==> config.mk <==
export PLATFORM = sky130hd
export DESIGN_NAME = residue_reduce
export DESIGN_NICKNAME = d
export VERILOG_FILES = /design/src/verilog/modsq_pkg.sv /design/src/verilog/residue_reduce.sv
export SDC_FILE = /design/constraint.sdc
export NUM_CORES = 1
export LEC_CHECK = 0
export BUFFER_PORTS_ARGS = -buffer_cell sky130_fd_sc_hd__buf_4
export CAP_MARGIN = 15
export CORE_MARGIN = 4
export CORE_UTILIZATION = 50
export DETAILED_ROUTE_END_ITERATION = 10
export PLACE_DENSITY = 0.7
export SYNTH_ARGS = -nofsm -noshare
export SYNTH_HDL_FRONTEND = slang
export SYNTH_SLANG_ARGS = --single-unit
==> constraint.sdc <==
create_clock -name vclk -period 13.85
set_clock_uncertainty 0.15 [all_clocks]
set_input_delay 2.0775 -clock vclk [all_inputs]
set_output_delay 2.0775 -clock vclk [all_outputs]
set_load 0.005 [all_outputs]
==> src/verilog/modsq_pkg.sv <==
`default_nettype none

package modsq_pkg;

    localparam int WORD_LEN  = 16;
    localparam int BIT_LEN   = 17;

    // Four digits hold the value, the fifth is headroom.
    localparam int NUM_LIMBS = 5;

    localparam int MOD_WIDTH = 64;

    // P = 2^64 - 59.
    localparam logic [MOD_WIDTH-1:0] MODULUS = 64'hFFFF_FFFF_FFFF_FFC5;

    localparam int NUM_COLS  = 2 * NUM_LIMBS;
    localparam int COL_LEN   = BIT_LEN;
    localparam int CHUNK_LEN = 6;

    typedef logic [NUM_LIMBS-1:0][BIT_LEN-1:0] limb_vec_t;

    typedef logic [NUM_COLS-1:0][COL_LEN-1:0] product_t;

    // Normal operand, seen as digits or as one integer.
    typedef union packed {
        logic [NUM_LIMBS-1:0][WORD_LEN-1:0] limbs;
        logic [NUM_LIMBS*WORD_LEN-1:0]      flat;
    } operand_u;

    // Chunk times 2^pos, reduced mod P one doubling at a time.
    function automatic logic [MOD_WIDTH-1:0] residue_of(input logic [CHUNK_LEN-1:0] chunk,
                                                        input int pos);
        logic [MOD_WIDTH:0] acc;
        acc = {{(MOD_WIDTH+1-CHUNK_LEN){1'b0}}, chunk};
        for (int i = 0; i < pos; i++) begin
            acc = acc << 1;
            if (acc >= {1'b0, MODULUS}) begin
                acc = acc - {1'b0, MODULUS};
            end
        end
        return acc[MOD_WIDTH-1:0];
    endfunction

endpackage

`default_nettype wire
==> src/verilog/residue_reduce.sv <==
`timescale 1ns/100ps
`default_nettype none

module residue_reduce (
    input  modsq_pkg::product_t  columns,
    output modsq_pkg::limb_vec_t reduced
);

    import modsq_pkg::*;

    // Columns below bit 64 are kept as they are.
    localparam int LOW_COLS   = MOD_WIDTH / WORD_LEN;
    localparam int NUM_HIGH   = NUM_COLS - LOW_COLS;
    localparam int NUM_CHUNKS = (COL_LEN + CHUNK_LEN - 1) / CHUNK_LEN;
    localparam int PAD_LEN    = NUM_CHUNKS * CHUNK_LEN;
    localparam int NUM_RES    = NUM_HIGH * NUM_CHUNKS;
    localparam int LUT_SIZE   = 2 ** CHUNK_LEN;
    // One low column plus one digit from every residue.
    localparam int SUM_LEN    = WORD_LEN + $clog2(NUM_RES + 2);

    function automatic logic [LUT_SIZE-1:0][MOD_WIDTH-1:0] build_lut(input int pos);
        logic [LUT_SIZE-1:0][MOD_WIDTH-1:0] lut;
        for (int e = 0; e < LUT_SIZE; e++) begin
            lut[e] = residue_of(CHUNK_LEN'(e), pos);
        end
        return lut;
    endfunction

    logic [NUM_RES-1:0][MOD_WIDTH-1:0] residue;
    logic [LOW_COLS-1:0][SUM_LEN-1:0]  limb_sum;

    for (genvar h = 0; h < NUM_HIGH; h++) begin : g_high
        logic [PAD_LEN-1:0] padded;

        assign padded = {{(PAD_LEN-COL_LEN){1'b0}}, columns[LOW_COLS+h]};

        for (genvar c = 0; c < NUM_CHUNKS; c++) begin : g_chunk
            // Table for the chunk at bit (LOW_COLS + h) * 16 + c * 6.
            localparam logic [LUT_SIZE-1:0][MOD_WIDTH-1:0] LUT =
                build_lut((LOW_COLS + h) * WORD_LEN + c * CHUNK_LEN);

            assign residue[h*NUM_CHUNKS+c] = LUT[padded[c*CHUNK_LEN +: CHUNK_LEN]];
        end
    end

    // Add residue digits onto the low columns, limb by limb.
    always_comb begin
        for (int i = 0; i < LOW_COLS; i++) begin
            limb_sum[i] = SUM_LEN'(columns[i]);
            for (int r = 0; r < NUM_RES; r++) begin
                limb_sum[i] = limb_sum[i] + SUM_LEN'(residue[r][i*WORD_LEN +: WORD_LEN]);
            end
        end
    end

    // Single carry fold; the last carry lands in the headroom limb.
    always_comb begin
        reduced[0] = BIT_LEN'(limb_sum[0][WORD_LEN-1:0]);
        for (int i = 1; i < LOW_COLS; i++) begin
            reduced[i] = BIT_LEN'(limb_sum[i][WORD_LEN-1:0])
                       + BIT_LEN'(limb_sum[i-1][SUM_LEN-1:WORD_LEN]);
        end
        reduced[LOW_COLS] = BIT_LEN'(limb_sum[LOW_COLS-1][SUM_LEN-1:WORD_LEN]);
    end

endmodule

`default_nettype wire

==> impl_metrics.tcl, run 1 <==
set metrics [dict create \
    dr_wl_met2_mm 31.04 \
    antenna_found_initial 4 \
    grt_max_degree 66 \
    tightest_slew_ps 995.7 \
    hpwl_mm 53.25 \
    grt_pass1_vias 21088 \
    gp_congestion 0.9152 \
    rsz0062_at_grt "false" \
    routed_wl_mm 65.11 \
    die_h_um 220.9 \
    ir_drop_mv 0.4709 \
    io-pin-count 255 \
    drt_pass1_iterations 6 \
    area_growth_pct 7.189 \
    yosysUniqueCellTypes 77 \
    pre_cts_slack_ps 1211 \
    seq_area_um2 0 \
    crit_path_frequent_cell "a21oi_1" \
    worstPathRequired_ps 11620 \
    drtIter0Drc 2088 \
    crit_arrival_ps 10430 \
    period_minus_slack_ps 12660 \
    fin_nets 3901 \
    multi_input_area_um2 20360 \
    grt_usage_pct 25.09 \
    critical_path.top_delay_family "adder cells" \
    cap_violations 0 \
    grt_pass1_wl_mm 106.0 \
    end_kind "output pin" \
    yosysSeqAreaShare_pct 0 \
    post_cts_buffers 0 \
    critPathMaxFanout 14 \
    cp_slowest_cell "or4b_2" \
    outcome "completed" \
    drive_above_1_share_pct 9.608 \
    placed_area_um2 24280 \
    power_density_nw_per_um2 256.6 \
    syn_inst 3225 \
    fill_cells 4358 \
    drc 0 \
    top_layer "met5" \
    mostFrequentLayoutCell "inv_1" \
    initial_core_util_pct 50.91 \
    cts_resized 0 \
    criticalPathCategory "primary input to output pin" \
    core_area_um2 44510 \
    num-clock-buffers 0 \
    row_count 77 \
    whs_ps 4481 \
    met3_length_mm 3.487 \
    wl_met1_mm 29.01 \
    cp.buffers_inverters 7 \
    flops_and_latches 0 \
    drv_slew 0 \
    dieWidth_um 220.9 \
    final_area_um2 24290 \
    wl_per_cell_um 16.99 \
    avgSynthCellArea_um2 7.026 \
    floorplan.die_area_um2 48790 \
    hp-class "primary input to output pin" \
    period_share_pct 91.42 \
    relSlewSlack_pct 32.78 \
    layout_common_cells "inv_1, o21ai_0, a21oi_1" \
    numPortBuffers 240 \
    yosys_warnings 0 \
    power.total_mw 6.232 \
    setup_tns_ps 0 \
    grt_overflow 0 \
    via_per_inst 5.886 \
    setup_viol 0 \
    holdBufCountCts 0 \
    ant_nets 0 \
    fin_ws_ps 1189 \
    startpoint_type "primary input" \
    synth_area_um2 22660 \
    dr_total_vias 22556 \
    p_leak_nw 11.25 \
    critPathMaxStageDelay_ps 730 \
    max_freq_mhz 78.98 \
    hold_viol 0 \
]
## cells by family (layout without fill, tap and decap cells)
family | count (synthesis) | count (layout) | share of synthesized area, %
multiplexers | 103 | 103 | 6.245
AO/OA/AOI/OAI | 1022 | 1022 | 26.99
other | 1 | 18 | 0.01655
AND/OR/NAND/NOR | 838 | 838 | 16.47
XOR/XNOR | 159 | 159 | 6.146
adder cells (fa/ha/maj) | 494 | 494 | 33.78
buffers and inverters | 608 | 606 | 10.36
## tightest hold or removal path, delay by kind of cell
| family | cells | cell delay [ps] |
|---|---|---|
| buffers and inverters | 2 | 210 |
| adder cells (fa/ha/maj) | 1 | 170 |
| XOR/XNOR | 1 | 90 |
## layout make-up
class              count  area share (%)
multi-input cells   2631           83.84
diodes                 3         0.03091
repair buffers       240           7.418
inverters            366           5.656
well taps            592           3.050
## cell usage after synthesis (17+ instances only)
master,instances,area (um2)
a211oi_1,75,563.0
a21o_1,40,300.3
a21oi_1,325,1627
a31oi_1,30,187.7
buf_1,39,146.4
clkbuf_1,186,698.2
fa_1,197,3944
ha_1,295,3691
inv_1,355,1333
mux2_2,17,191.4
mux2i_1,57,570.6
mux4_2,29,653.1
nand2_1,281,1055
nand2b_1,50,312.8
nand3_1,52,260.3
nor2_1,286,1074
nor2b_1,33,206.5
nor3_1,70,350.3
o211ai_1,44,330.3
o21ai_0,336,1682
o311ai_0,22,192.7
o31ai_1,22,165.2
xnor2_1,111,972.2
xor2_1,48,420.4
## per-layer routing
layer	track usage (%)	up-vias
li1	-	11142
met1	34.92	10614
met2	42.87	709
met5	0	-
met4	5.315	4
met3	2.160	87
## power breakdown
part / leakage [nW] / switching, mW / internal, mW
sequential: 0 / 0 / 0
clock: 0.0000190 / 0 / 0.0000000291
combinational: 11.3 / 3.31 / 2.92
total: 11.3 / 3.31 / 2.92
## final timing paths
path                    startpoint          end  cells after the start  slack, ps
worst max-delay path  columns[143]  reduced[46]                     34       1190
worst min-delay path   columns[67]  reduced[69]                      4       4480
## per-stage QoR
| stage | util (%) | std cells |
|---|---|---|
| 2_1_floorplan | - | 3239 |
| 3_3_place_gp | 54.55 | 3829 |
| 3_5_place_dp | 54.55 | 3829 |
| 4_1_cts | 54.55 | 3829 |
| 5_1_grt | 54.56 | 3831 |
| 6_report | 54.57 | 3832 |
Note: power is estimated with default switching activity, not from simulation.
==> run 2, diff against run 1 <==
--- a/config.mk
+++ b/config.mk
@@ -7,10 +7,12 @@
 export LEC_CHECK = 0
 export BUFFER_PORTS_ARGS = -buffer_cell sky130_fd_sc_hd__buf_4
 export CAP_MARGIN = 15
+export CELL_PAD_IN_SITES_DETAIL_PLACEMENT = 1
+export CELL_PAD_IN_SITES_GLOBAL_PLACEMENT = 1
 export CORE_MARGIN = 4
-export CORE_UTILIZATION = 50
+export CORE_UTILIZATION = 46
 export DETAILED_ROUTE_END_ITERATION = 10
-export PLACE_DENSITY = 0.7
+export PLACE_DENSITY_LB_ADDON = 0.1
 export SYNTH_ARGS = -nofsm -noshare
 export SYNTH_HDL_FRONTEND = slang
 export SYNTH_SLANG_ARGS = --single-unit
==> impl_metrics.tcl, run 2 (synthesized netlist as in run 1, its figures left out) <==
set metrics [dict create \
    startpoint_type "primary input" \
    cp.buffers_inverters 7 \
    grt_usage_pct 27.31 \
    critPathMaxFanout 14 \
    hold_viol 0 \
    p_switching_mw 3.467 \
    layout_common_cells "inv_1, o21ai_0, a21oi_1" \
    dieWidth_um 229.9 \
    ant_nets 0 \
    gp_congestion 0.8962 \
    area_growth_pct 7.598 \
    end_kind "output pin" \
    via_per_inst 5.862 \
    rsz0062_at_grt "false" \
    clkPwrFrac_pct 0 \
    drv_slew 0 \
    criticalPathCategory "primary input to output pin" \
    worstPathRequired_ps 11620 \
    post_cts_buffers 0 \
    grt_pass1_vias 23294 \
    num-clock-buffers 0 \
    setup_tns_ps 0 \
    dr_total_vias 22891 \
    outcome "completed" \
    cap_violations 0 \
    power_density_nw_per_um2 262.6 \
    routed_wl_mm 75.44 \
    ir_drop_mv 0.3410 \
    fin_util_pct 49.91 \
    cts_resized 0 \
    sequentialPowerShare_pct 0 \
    grt_pass1_wl_mm 122.1 \
    core_area_um2 48850 \
    grt_overflow 0 \
    floorplan.die_area_um2 52870 \
    period_minus_slack_ps 13030 \
    fin_nets 3901 \
    drt_pass1_iterations 7 \
    max_freq_mhz 76.77 \
    seq_area_um2 0 \
    swShare_pct 54.16 \
    critPathMaxStageDelay_ps 740 \
    antenna_found_initial 9 \
    setup_viol 0 \
    drc 0 \
    crit_arrival_ps 10800 \
    die_h_um 229.9 \
    period_share_pct 94.05 \
    internal_power_mw 2.934 \
    holdBufCountCts 0 \
    wl_per_cell_um 19.32 \
    crit_path_frequent_cell "a21oi_1" \
    power.total_mw 6.401 \
    initial_core_util_pct 46.39 \
    cp_slowest_cell "or4b_2" \
    mostFrequentLayoutCell "inv_1" \
    p_comb_share_pct 100.0 \
    tightest_slew_ps 877.6 \
    numPortBuffers 240 \
    drive_above_1_share_pct 9.608 \
    hp-class "primary input to output pin" \
    flops_and_latches 0 \
    drtIter0Drc 1307 \
    p_leak_nw 11.25 \
    hpwl_mm 62.24 \
    row_count 81 \
    critical_path.top_delay_family "adder cells" \
    grt_max_degree 66 \
    io-pin-count 255 \
    relSlewSlack_pct 40.75 \
]
==> run 2: changes by cell type in the layout (fill, tap and decap cells not counted), sizes merged <==
cell	before	now
diode	3	4
==> run 2: worst min-delay path, cell delays in order <==
cell     delay, ps
buf_4           80
ha_1           170
xnor2_1         80
buf_4          130
==> run 2: routing by layer <==
layer,routed length [um],up-vias,track usage [%]
li1,-,11107,-
met4,1856,12,6.144
met1,33660,11239,36.46
met2,37330,441,48.46
met5,69,-,0
met3,2525,92,1.970
==> run 2: path summary, 6_finish.rpt <==
check                     from          end  slack [ps]  cells past startpoint
hold / removal     columns[67]  reduced[69]        4470                      4
setup / recovery  columns[143]  reduced[48]         820                     34
==> run 2: through the flow <==
step	std cells	hold WS (ps)	worst slack [ps]	area, um2
after floorplan	3239	4234	2096	22710
after global placement	3901	4448	1174	24370
after detailed placement	3901	4473	857.9	24370
after CTS	3901	4473	826.1	24370
after global routing	3903	4515	395.7	24380
final	3905	4467	824.6	24380
==> run 2: power groups by stage <==
stage	clock network (mW)	logic, mW	registers, mW
4_1_cts	0	6.43	0
5_1_grt	0.0000000194	7.10	0
3_5_place_dp	0	6.38	0
2_1_floorplan	0	3.88	0
6_report	0.0000000388	6.40	0
3_3_place_gp	0	6.16	0
==> run 2: final cells by class <==
cell class	instances	area (um2)
multi-input cells	2631	20360
repair buffers	240	1802
fillers	6421	24470
diodes	4	10.01
inverters	366	1374
well taps	664	830.8
