## src/verilog/modsq_pkg.sv

```systemverilog
`default_nettype none

package modsq_pkg;

    localparam int WORD_LEN  = 16;
    localparam int BIT_LEN   = 17;

    // Four digits hold the value, the fifth is headroom.
    localparam int NUM_LIMBS = 5;

    localparam int MOD_WIDTH = 64;

    // P = 2^64 - 59.
    localparam logic [MOD_WIDTH-1:0] MODULUS = 64'hFFFF_FFFF_FFFF_FFC5;

    localparam int NUM_COLS  = 2 * NUM_LIMBS;
    localparam int COL_LEN   = BIT_LEN;
    localparam int CHUNK_LEN = 6;

    typedef logic [NUM_LIMBS-1:0][BIT_LEN-1:0] limb_vec_t;

    typedef logic [NUM_COLS-1:0][COL_LEN-1:0] product_t;

    // Normal operand, seen as digits or as one integer.
    typedef union packed {
        logic [NUM_LIMBS-1:0][WORD_LEN-1:0] limbs;
        logic [NUM_LIMBS*WORD_LEN-1:0]      flat;
    } operand_u;

    // Chunk times 2^pos, reduced mod P one doubling at a time.
    function automatic logic [MOD_WIDTH-1:0] residue_of(input logic [CHUNK_LEN-1:0] chunk,
                                                        input int pos);
        logic [MOD_WIDTH:0] acc;
        acc = {{(MOD_WIDTH+1-CHUNK_LEN){1'b0}}, chunk};
        for (int i = 0; i < pos; i++) begin
            acc = acc << 1;
            if (acc >= {1'b0, MODULUS}) begin
                acc = acc - {1'b0, MODULUS};
            end
        end
        return acc[MOD_WIDTH-1:0];
    endfunction

endpackage

`default_nettype wire
```

## src/verilog/final_correct.sv

```systemverilog
`timescale 1ns/100ps
`default_nettype none

module final_correct (
    input  logic                 clk,
    input  logic                 reset,
    input  logic                 go,
    input  modsq_pkg::limb_vec_t operand,
    output logic                 ready,
    output modsq_pkg::operand_u  corrected
);

    import modsq_pkg::*;

    localparam int FLAT_LEN = NUM_LIMBS * WORD_LEN;

    logic                active;
    logic [FLAT_LEN-1:0] normalized;
    logic [FLAT_LEN:0]   diff;

    // Carry propagation of the redundant limbs.
    always_comb begin
        normalized = '0;
        for (int i = 0; i < NUM_LIMBS; i++) begin
            normalized = normalized + (FLAT_LEN'(operand[i]) << (i * WORD_LEN));
        end
    end

    // Top bit is the borrow.
    assign diff = {1'b0, corrected.flat} - {{(FLAT_LEN+1-MOD_WIDTH){1'b0}}, MODULUS};

    always_ff @(posedge clk) begin
        if (reset) begin
            active <= 1'b0;
            ready  <= 1'b0;
        end
        else begin
            ready <= 1'b0;
            if (go) begin
                active <= 1'b1;
            end
            else if (active && diff[FLAT_LEN]) begin
                active <= 1'b0;
                ready  <= 1'b1;
            end
        end
    end

    always_ff @(posedge clk) begin
        if (go) begin
            corrected.flat <= normalized;
        end
        else if (active && !diff[FLAT_LEN]) begin
            corrected.flat <= diff[FLAT_LEN-1:0];
        end
    end

endmodule

`default_nettype wire

```

## config.mk

```make
export PLATFORM = sky130hd
export DESIGN_NAME = final_correct
export DESIGN_NICKNAME = d
export VERILOG_FILES = /design/src/verilog/modsq_pkg.sv /design/src/verilog/final_correct.sv
export SDC_FILE = /design/constraint.sdc
export NUM_CORES = 1
export LEC_CHECK = 0
export ABC_AREA = 1
export BUFFER_PORTS_ARGS = -buffer_cell sky130_fd_sc_hd__buf_2
export CAP_MARGIN = 20
export CORE_MARGIN = 3
export CORE_UTILIZATION = 50
export CTS_CLUSTER_SIZE = 24
export DETAILED_ROUTE_END_ITERATION = 7
export PLACE_DENSITY = 0.74
export SLEW_MARGIN = 10
export SYNTH_ARGS = -nofsm -noshare
export SYNTH_HDL_FRONTEND = slang
export SYNTH_SLANG_ARGS = --single-unit
```

## constraint.sdc

```tcl
create_clock -name clk -period 7.7 [get_ports clk]
set_clock_uncertainty 0.05 [all_clocks]
set_input_delay 0.385 -clock clk [delete_from_list [all_inputs] [get_ports clk]]
set_output_delay 0.385 -clock clk [all_outputs]
set_load 0.05 [all_outputs]
```

==> flow_metrics.env, run 1 <==
export IMPL_grt_first_pass_wirelength_um=53700
export IMPL_cts_resized=0
export IMPL_p_int_uw=916
export IMPL_place_hpwl_um=29200
export IMPL_drt_iter0_markers=1083
export IMPL_clk_latency_ns=0.36
export IMPL_path_class="flip-flop to flip-flop"
export IMPL_synth_xor_area_share_pct=5.39
export IMPL_finalInstanceArea_um2=10300
export IMPL_pre_cts_ws_ns=4.61
export IMPL_ctsHoldBuffers=0
export IMPL_drive_gt1_share_pct=14.0
export IMPL_fill_cells=1829
export IMPL_cts_tree="built"
export IMPL_syn_avg_cell_area_um2=5.86
export IMPL_area_growth_pct=15.6
export IMPL_synth_cells=1526
export IMPL_multi_input_area_um2=5730
export IMPL_setup_slack_ns=4.76
export IMPL_cts_sinks=82
export IMPL_synth_fa_ha_area_share_pct=0.840
export IMPL_leakage_uw=0.00480
export IMPL_endpoint_kind="flip-flop"
export IMPL_seqPwrFrac_pct=39.4
export IMPL_fmax_mhz=341
export IMPL_required_ns=7.69
export IMPL_grt_ovfl_total=0
export IMPL_min_path_type="input port to flip-flop"
export IMPL_place_area_um2=10000
export IMPL_portBuffers=167
export IMPL_drc=0
export IMPL_drv_cap=0
export IMPL_track_usage_pct=35.6
export IMPL_dr_pass1_iters=6
export IMPL_initial_core_util_pct=51.3
export IMPL_combPwrFrac_pct=32.4
export IMPL_avgRoutedWirePerCell_um=18.4
export IMPL_pwr_share_clk_pct=28.1
export IMPL_synth_area_mux_share_pct=0
export IMPL_synth_top_family_by_area="simple AND/OR/NAND/NOR gates"
export IMPL_ys_ff_latch=82
export IMPL_synth_warnings=0
export IMPL_path_max_fanout=48
export IMPL_antenna_found_initial=0
export IMPL_num_nets_final=1784
export IMPL_final_hold_viol_count=0
export IMPL_setup_viol=0
export IMPL_clockBufferDepth=2
export IMPL_grt_max_degree=84
export IMPL_synth_compound_area_share_pct=6.59
export IMPL_die_area_um2=19500
export IMPL_whs_ns=0.143
export IMPL_synth_cell_types=41
export IMPL_worst_pin_slew_ns=0.994
export IMPL_ir_drop_uv=167
export IMPL_postSynthNetCount=1620
export IMPL_synth_top_area_cell="edfxtp_1"
export IMPL_antennaDiodeCount=0
export IMPL_tns_ns=0
export IMPL_status="complete, no violations"
export IMPL_period_minus_slack_ns=2.94
export IMPL_cts_htree_levels=3
export IMPL_cp_arrival_ns=2.92
export IMPL_cpMaxStageDelayCell="edfxtp_1"
export IMPL_vias=10733
export IMPL_slew_viol_final=0
export IMPL_synth_area_leaders="edfxtp_1, nand2_1, nor2_1"
export IMPL_cp_cell_sequence="nor2_2 -> nand2_1 -> nor2_1 -> nand2_1 -> nor2_1 -> nand3_1 -> nand2_1 -> nand2_1 -> nand2_4 -> buf_16"
export IMPL_grt_pass1_vias=9750
export IMPL_power_density_nw_per_um2=154
export IMPL_netlist_area_leader_share_pct=26.9
export IMPL_crit_top_cell="nand2_1"
export IMPL_path_buf_inv=1
export IMPL_power_switching_uw=673
export IMPL_drtAntennaViolNets=0
export IMPL_cts_root_buffer="clkbuf_16"
export IMPL_die_h_um=140
export IMPL_seqCellArea_um2=2440
export IMPL_clkTransAtPathRegs_ns=0.07
export IMPL_startpoint_type="flip-flop"
export IMPL_cpLargestDelayFamily="simple AND/OR/NAND/NOR gates"
export IMPL_max_stage_delay_ns=0.46
export IMPL_wl_um=35400
export IMPL_num_io_pins=169
export IMPL_yosysSeqAreaShare_pct=27.3
export IMPL_synthesis_area_um2=8940
export IMPL_globalplace_congestion=1.01
export IMPL_placeableCoreArea_um2=17400
export IMPL_rows=48
export IMPL_via_per_inst=5.59
export IMPL_max_slew_margin_pct=33.7
export IMPL_rsz0062_at_grt="no"
export IMPL_die_x_um=140
export IMPL_synthSimpleGateAreaFrac_pct=51.2
export IMPL_fin_crit_sh_pct=38.1
export IMPL_switching_share_pct=42.3
export IMPL_cts_buffers=9
export IMPL_post_cts_buffers=0
[power by group through the flow]
stage	clock network (uW)	registers, uW	logic (uW)
2_1_floorplan	0	783	195
3_3_place_gp	0	632	502
3_5_place_dp	0	634	507
4_1_cts	450	624	509
5_1_grt	471	635	555
6_report	447	627	516
[logic make-up after synthesis]
family | Yosys count
compound gates | 109
xor+xnor | 55
simple gates | 1073
fa+ha+maj | 6
buf+inv | 201
flops | 82
[registers in the layout, summed over array words and instances, names as in the netlist]
| register | count |
|---|---|
| corrected | 80 |
| active | 1 |
| ready | 1 |
[through the flow]
stage	utilization [%]	std cells	total power (uW)
floorplan	-	1526	978
global placement	57.4	1903	1130
detailed placement	57.4	1903	1140
CTS	59.1	1919	1580
global route	59.3	1920	1660
finish	59.3	1920	1590
[per-layer routing]
layer  vias up  global-route usage (%)  wire length (um)
met1      4833                    47.0             14300
li1       5213                       -                 -
met5         -                       0                 0
met4         0                    17.0              1780
met2       588                    57.4             16200
met3        99                    5.02              3190
[worst register-to-register path: stages (launching register included)]
cell      delay, ns
edfxtp_1       0.46
nor2_2         0.25
nand2_1        0.12
nor2_1         0.30
nand2_1        0.18
nor2_1         0.12
nand3_1        0.12
nand2_1        0.14
nand2_1        0.11
nand2_4        0.39
buf_16         0.31
[synth_stat cells, drive strengths merged]
cell type  count
o21ai         50
and2           2
nand2        552
o22ai          1
nand3b        13
o21bai         3
nor3          30
nand3        143
xnor2         25
ha             6
edfxtp        80
nor3b          2
o21a           1
nor2         294
or2            3
buf            9
nand4         34
inv          183
clkbuf         9
a21boi         4
xor2          30
a21oi         44
dfxtp          2
o31ai          3
a31oi          3
[layout by cell type (no fill, tap or decap), types with 6 or more instances in the layout]
cell / count
xor2_1: 30
nor2_1: 273
nand2_2: 6
nand2_1: 542
nor3_1: 27
nand3b_1: 13
buf_2: 167
o21ai_1: 13
inv_1: 178
nand4_1: 34
a21oi_1: 44
ha_1: 6
edfxtp_1: 80
nand3_2: 6
o21ai_0: 34
clkbuf_16: 9
nand3_1: 137
xnor2_1: 25
nor2_2: 16
[cell type report]
class	instances	area share, %
multi-input cells	1243	55.5
flip-flops and latches	82	23.6
repair buffers	171	8.58
inverters	183	6.68
well taps	225	2.73
clock buffers	9	2.18
clock inverters	7	0.739
[final timing paths]
| kind | startpoint | to | slack (ns) | cells after the start |
|---|---|---|---|---|
| min | reset | active$_SDFFE_PP0P_ | 0.14 | 2 |
| max | corrected[64]$_DFFE_PP_ | corrected[38]$_DFFE_PP_ | 4.76 | 10 |
| max reg2reg | corrected[64]$_DFFE_PP_ | corrected[38]$_DFFE_PP_ | 4.76 | 10 |
| min reg2reg | active$_SDFFE_PP0P_ | ready$_SDFF_PP0_ | 0.43 | 2 |
No activity file was read; power rests on OpenSTA's default activity.
==> run 2: changes to the inputs <==
==> constraint.sdc (replaced) <==
create_clock -name clk -period 2.91 [get_ports clk]
set_clock_uncertainty 0.05 [all_clocks]
set_input_delay 0.1455 -clock clk [delete_from_list [all_inputs] [get_ports clk]]
set_output_delay 0.1455 -clock clk [all_outputs]
set_load 0.05 [all_outputs]
==> run 2 against run 1 <==
  * Clock power rose to 2.8 times the previous value
  * Total power rose to 2.7 times the previous value
  * Via count up 1.0%
  * Setup slack worse by 4.4 ns
  * Routed wire length increased by 2.0%
  * Sequential share of layout area shrank 0.12 points
  * Final area is 0.52% higher
  * Largest power group unchanged
  * Non-clock buffer count up 5
  * Worst hold slack lost 0.14 ns
  * Combinational power rose to 2.7 times the previous value
==> flow_metrics.env, run 2 (same netlist as run 1, synthesis figures left out) <==
export IMPL_final_cells=1925
export IMPL_required_ns=2.89
export IMPL_placeableCoreArea_um2=17400
export IMPL_worst_pin_slew_ns=0.767
export IMPL_leakage_uw=0.00482
export IMPL_power_uw=4270
export IMPL_die_h_um=140
export IMPL_drc=0
export IMPL_drv_cap=0
export IMPL_cp_depth=11
export IMPL_largest_reg_flops=80
export IMPL_clk_latency_ns=0.36
export IMPL_grt_first_pass_wirelength_um=54600
export IMPL_die_x_um=140
export IMPL_rsz0062_at_grt="no"
export IMPL_globalplace_congestion=1.08
export IMPL_final_hold_viol_count=0
export IMPL_tns_ns=0
export IMPL_cts_buffers=9
export IMPL_max_stage_delay_ns=0.49
export IMPL_endpoint_kind="flip-flop"
export IMPL_clockBufferDepth=2
export IMPL_power_density_nw_per_um2=412
export IMPL_largestRegisters="corrected: 80 flops, active: 1 flops, ready: 1 flops"
export IMPL_dr_pass1_iters=6
export IMPL_period_minus_slack_ns=2.55
export IMPL_wl_um=36100
export IMPL_cts_sinks=82
export IMPL_cpLargestDelayFamily="simple AND/OR/NAND/NOR gates"
export IMPL_slew_viol_final=0
export IMPL_track_usage_pct=36.1
export IMPL_path_class="flip-flop to flip-flop"
export IMPL_reg2reg_depth=11
export IMPL_layout_commonest_cell="nand2_1"
export IMPL_ir_drop_uv=383
export IMPL_place_area_um2=10100
export IMPL_via_per_inst=5.63
export IMPL_initial_core_util_pct=51.3
export IMPL_grt_ovfl_total=0
export IMPL_crit_path_end="corrected[22]$_DFFE_PP_"
export IMPL_cts_tree="built"
export IMPL_cp_cell_sequence="nand2_1 -> nor2_2 -> inv_1 -> nor2_1 -> nand2_1 -> nor2_1 -> nand3_1 -> nand2_1 -> nand2_1 -> nand2_4 -> buf_4"
export IMPL_portBuffers=167
export IMPL_cts_root_buffer="clkbuf_16"
export IMPL_crit_start="corrected[18]$_DFFE_PP_"
export IMPL_avgRoutedWirePerCell_um=18.8
export IMPL_layout_common_cells="nand2_1, nor2_1, inv_1"
export IMPL_min_path_type="input port to flip-flop"
export IMPL_place_inst=1908
export IMPL_antennaDiodeCount=0
export IMPL_vias=10843
export IMPL_num_io_pins=169
export IMPL_die_area_um2=19500
export IMPL_cp_arrival_ns=2.53
export IMPL_rr_startpoint="corrected[18]$_DFFE_PP_"
export IMPL_max_slew_margin_pct=48.9
export IMPL_whs_path_depth=3
export IMPL_startpoint_type="flip-flop"
export IMPL_num_nets_final=1789
export IMPL_clkTransAtPathRegs_ns=0.07
export IMPL_drive_gt1_share_pct=14.2
export IMPL_grt_pass1_vias=9972
export IMPL_drt_iter0_markers=1113
export IMPL_rows=48
export IMPL_r2r_slack_ns=0.36
export IMPL_drtAntennaViolNets=0
export IMPL_crit_top_cell="nand2_1"
export IMPL_whs_ns=0.00394
export IMPL_r2r_end="corrected[22]$_DFFE_PP_"
export IMPL_fmax_mhz=392
export IMPL_grt_max_degree=57
export IMPL_path_max_fanout=24
export IMPL_fin_crit_sh_pct=87.6
export IMPL_place_hpwl_um=30100
export IMPL_path_buf_inv=2
export IMPL_area_growth_pct=16.2
export IMPL_antenna_found_initial=0
export IMPL_largest_register="corrected"
export IMPL_status="complete, no violations"
export IMPL_finalInstanceArea_um2=10400
export IMPL_cts_htree_levels=3
export IMPL_cpMaxStageDelayCell="edfxtp_1"
export IMPL_setup_viol=0
==> run 2: cell types whose count changed in the layout (fill, tap and decap cells not counted) <==
cell and change:
buf_12 +2, buf_16 -1, buf_4 +3, bufinv_16 +1
clkinv_8 -1, clkinvlp_4 +2, dlygate4sd3_1 +1, inv_6 -1
inv_8 -1
==> run 2: what timing repair did <==
item,in CTS,in global routing
setup buffers,0,0
endpoints found under the setup margin,0,0
hold buffers,1,0
resized for setup,0,0
hold endpoints to repair,2,0
==> run 2: worst min path at each step <==
stage	to	from
5_1_grt	corrected[8]$_DFFE_PP_	operand[8]
6_report	corrected[8]$_DFFE_PP_	operand[8]
4_1_cts	corrected[8]$_DFFE_PP_	operand[8]
3_3_place_gp	active$_SDFFE_PP0P_	reset
2_1_floorplan	active$_SDFFE_PP0P_	reset
3_5_place_dp	active$_SDFFE_PP0P_	reset
==> run 2: layout make-up <==
cell class	count	area (um2)
fill	1803	7040
multi-input combinational	1243	5730
sequential	82	2440
timing repair buffer	176	931
inverter	183	689
tap	225	282
clock buffer	9	225
clock inverter	7	85.1
==> run 2: through the flow <==
step / setup slack, ns / utilization, %
4_1_cts: 0.410 / 59.6
3_3_place_gp: 0.524 / 57.8
3_5_place_dp: 0.434 / 57.8
5_1_grt: 0.229 / 59.6
6_report: 0.360 / 59.6
2_1_floorplan: 0.204 / -
==> run 2: per-layer routing <==
| layer | GRT usage [%] | routed length [um] | vias up |
|---|---|---|---|
| met4 | 16.8 | 1700 | 0 |
| met1 | 48.1 | 14700 | 4872 |
| met2 | 58.5 | 16300 | 646 |
| met5 | 0 | 0 | - |
| li1 | - | - | 5230 |
| met3 | 4.64 | 3440 | 95 |
==> run 2: power by group <==
group | switching, uW | total (uW) | internal, uW
registers | 198 | 1670 | 1470
clock network | 554 | 1240 | 682
logic | 1020 | 1370 | 347
total | 1770 | 4270 | 2500
==> run 2: worst min-delay path, cell delays in order <==
cell,delay [ns]
buf_2,0.08
nand2_1,0.04
nand2_1,0.05
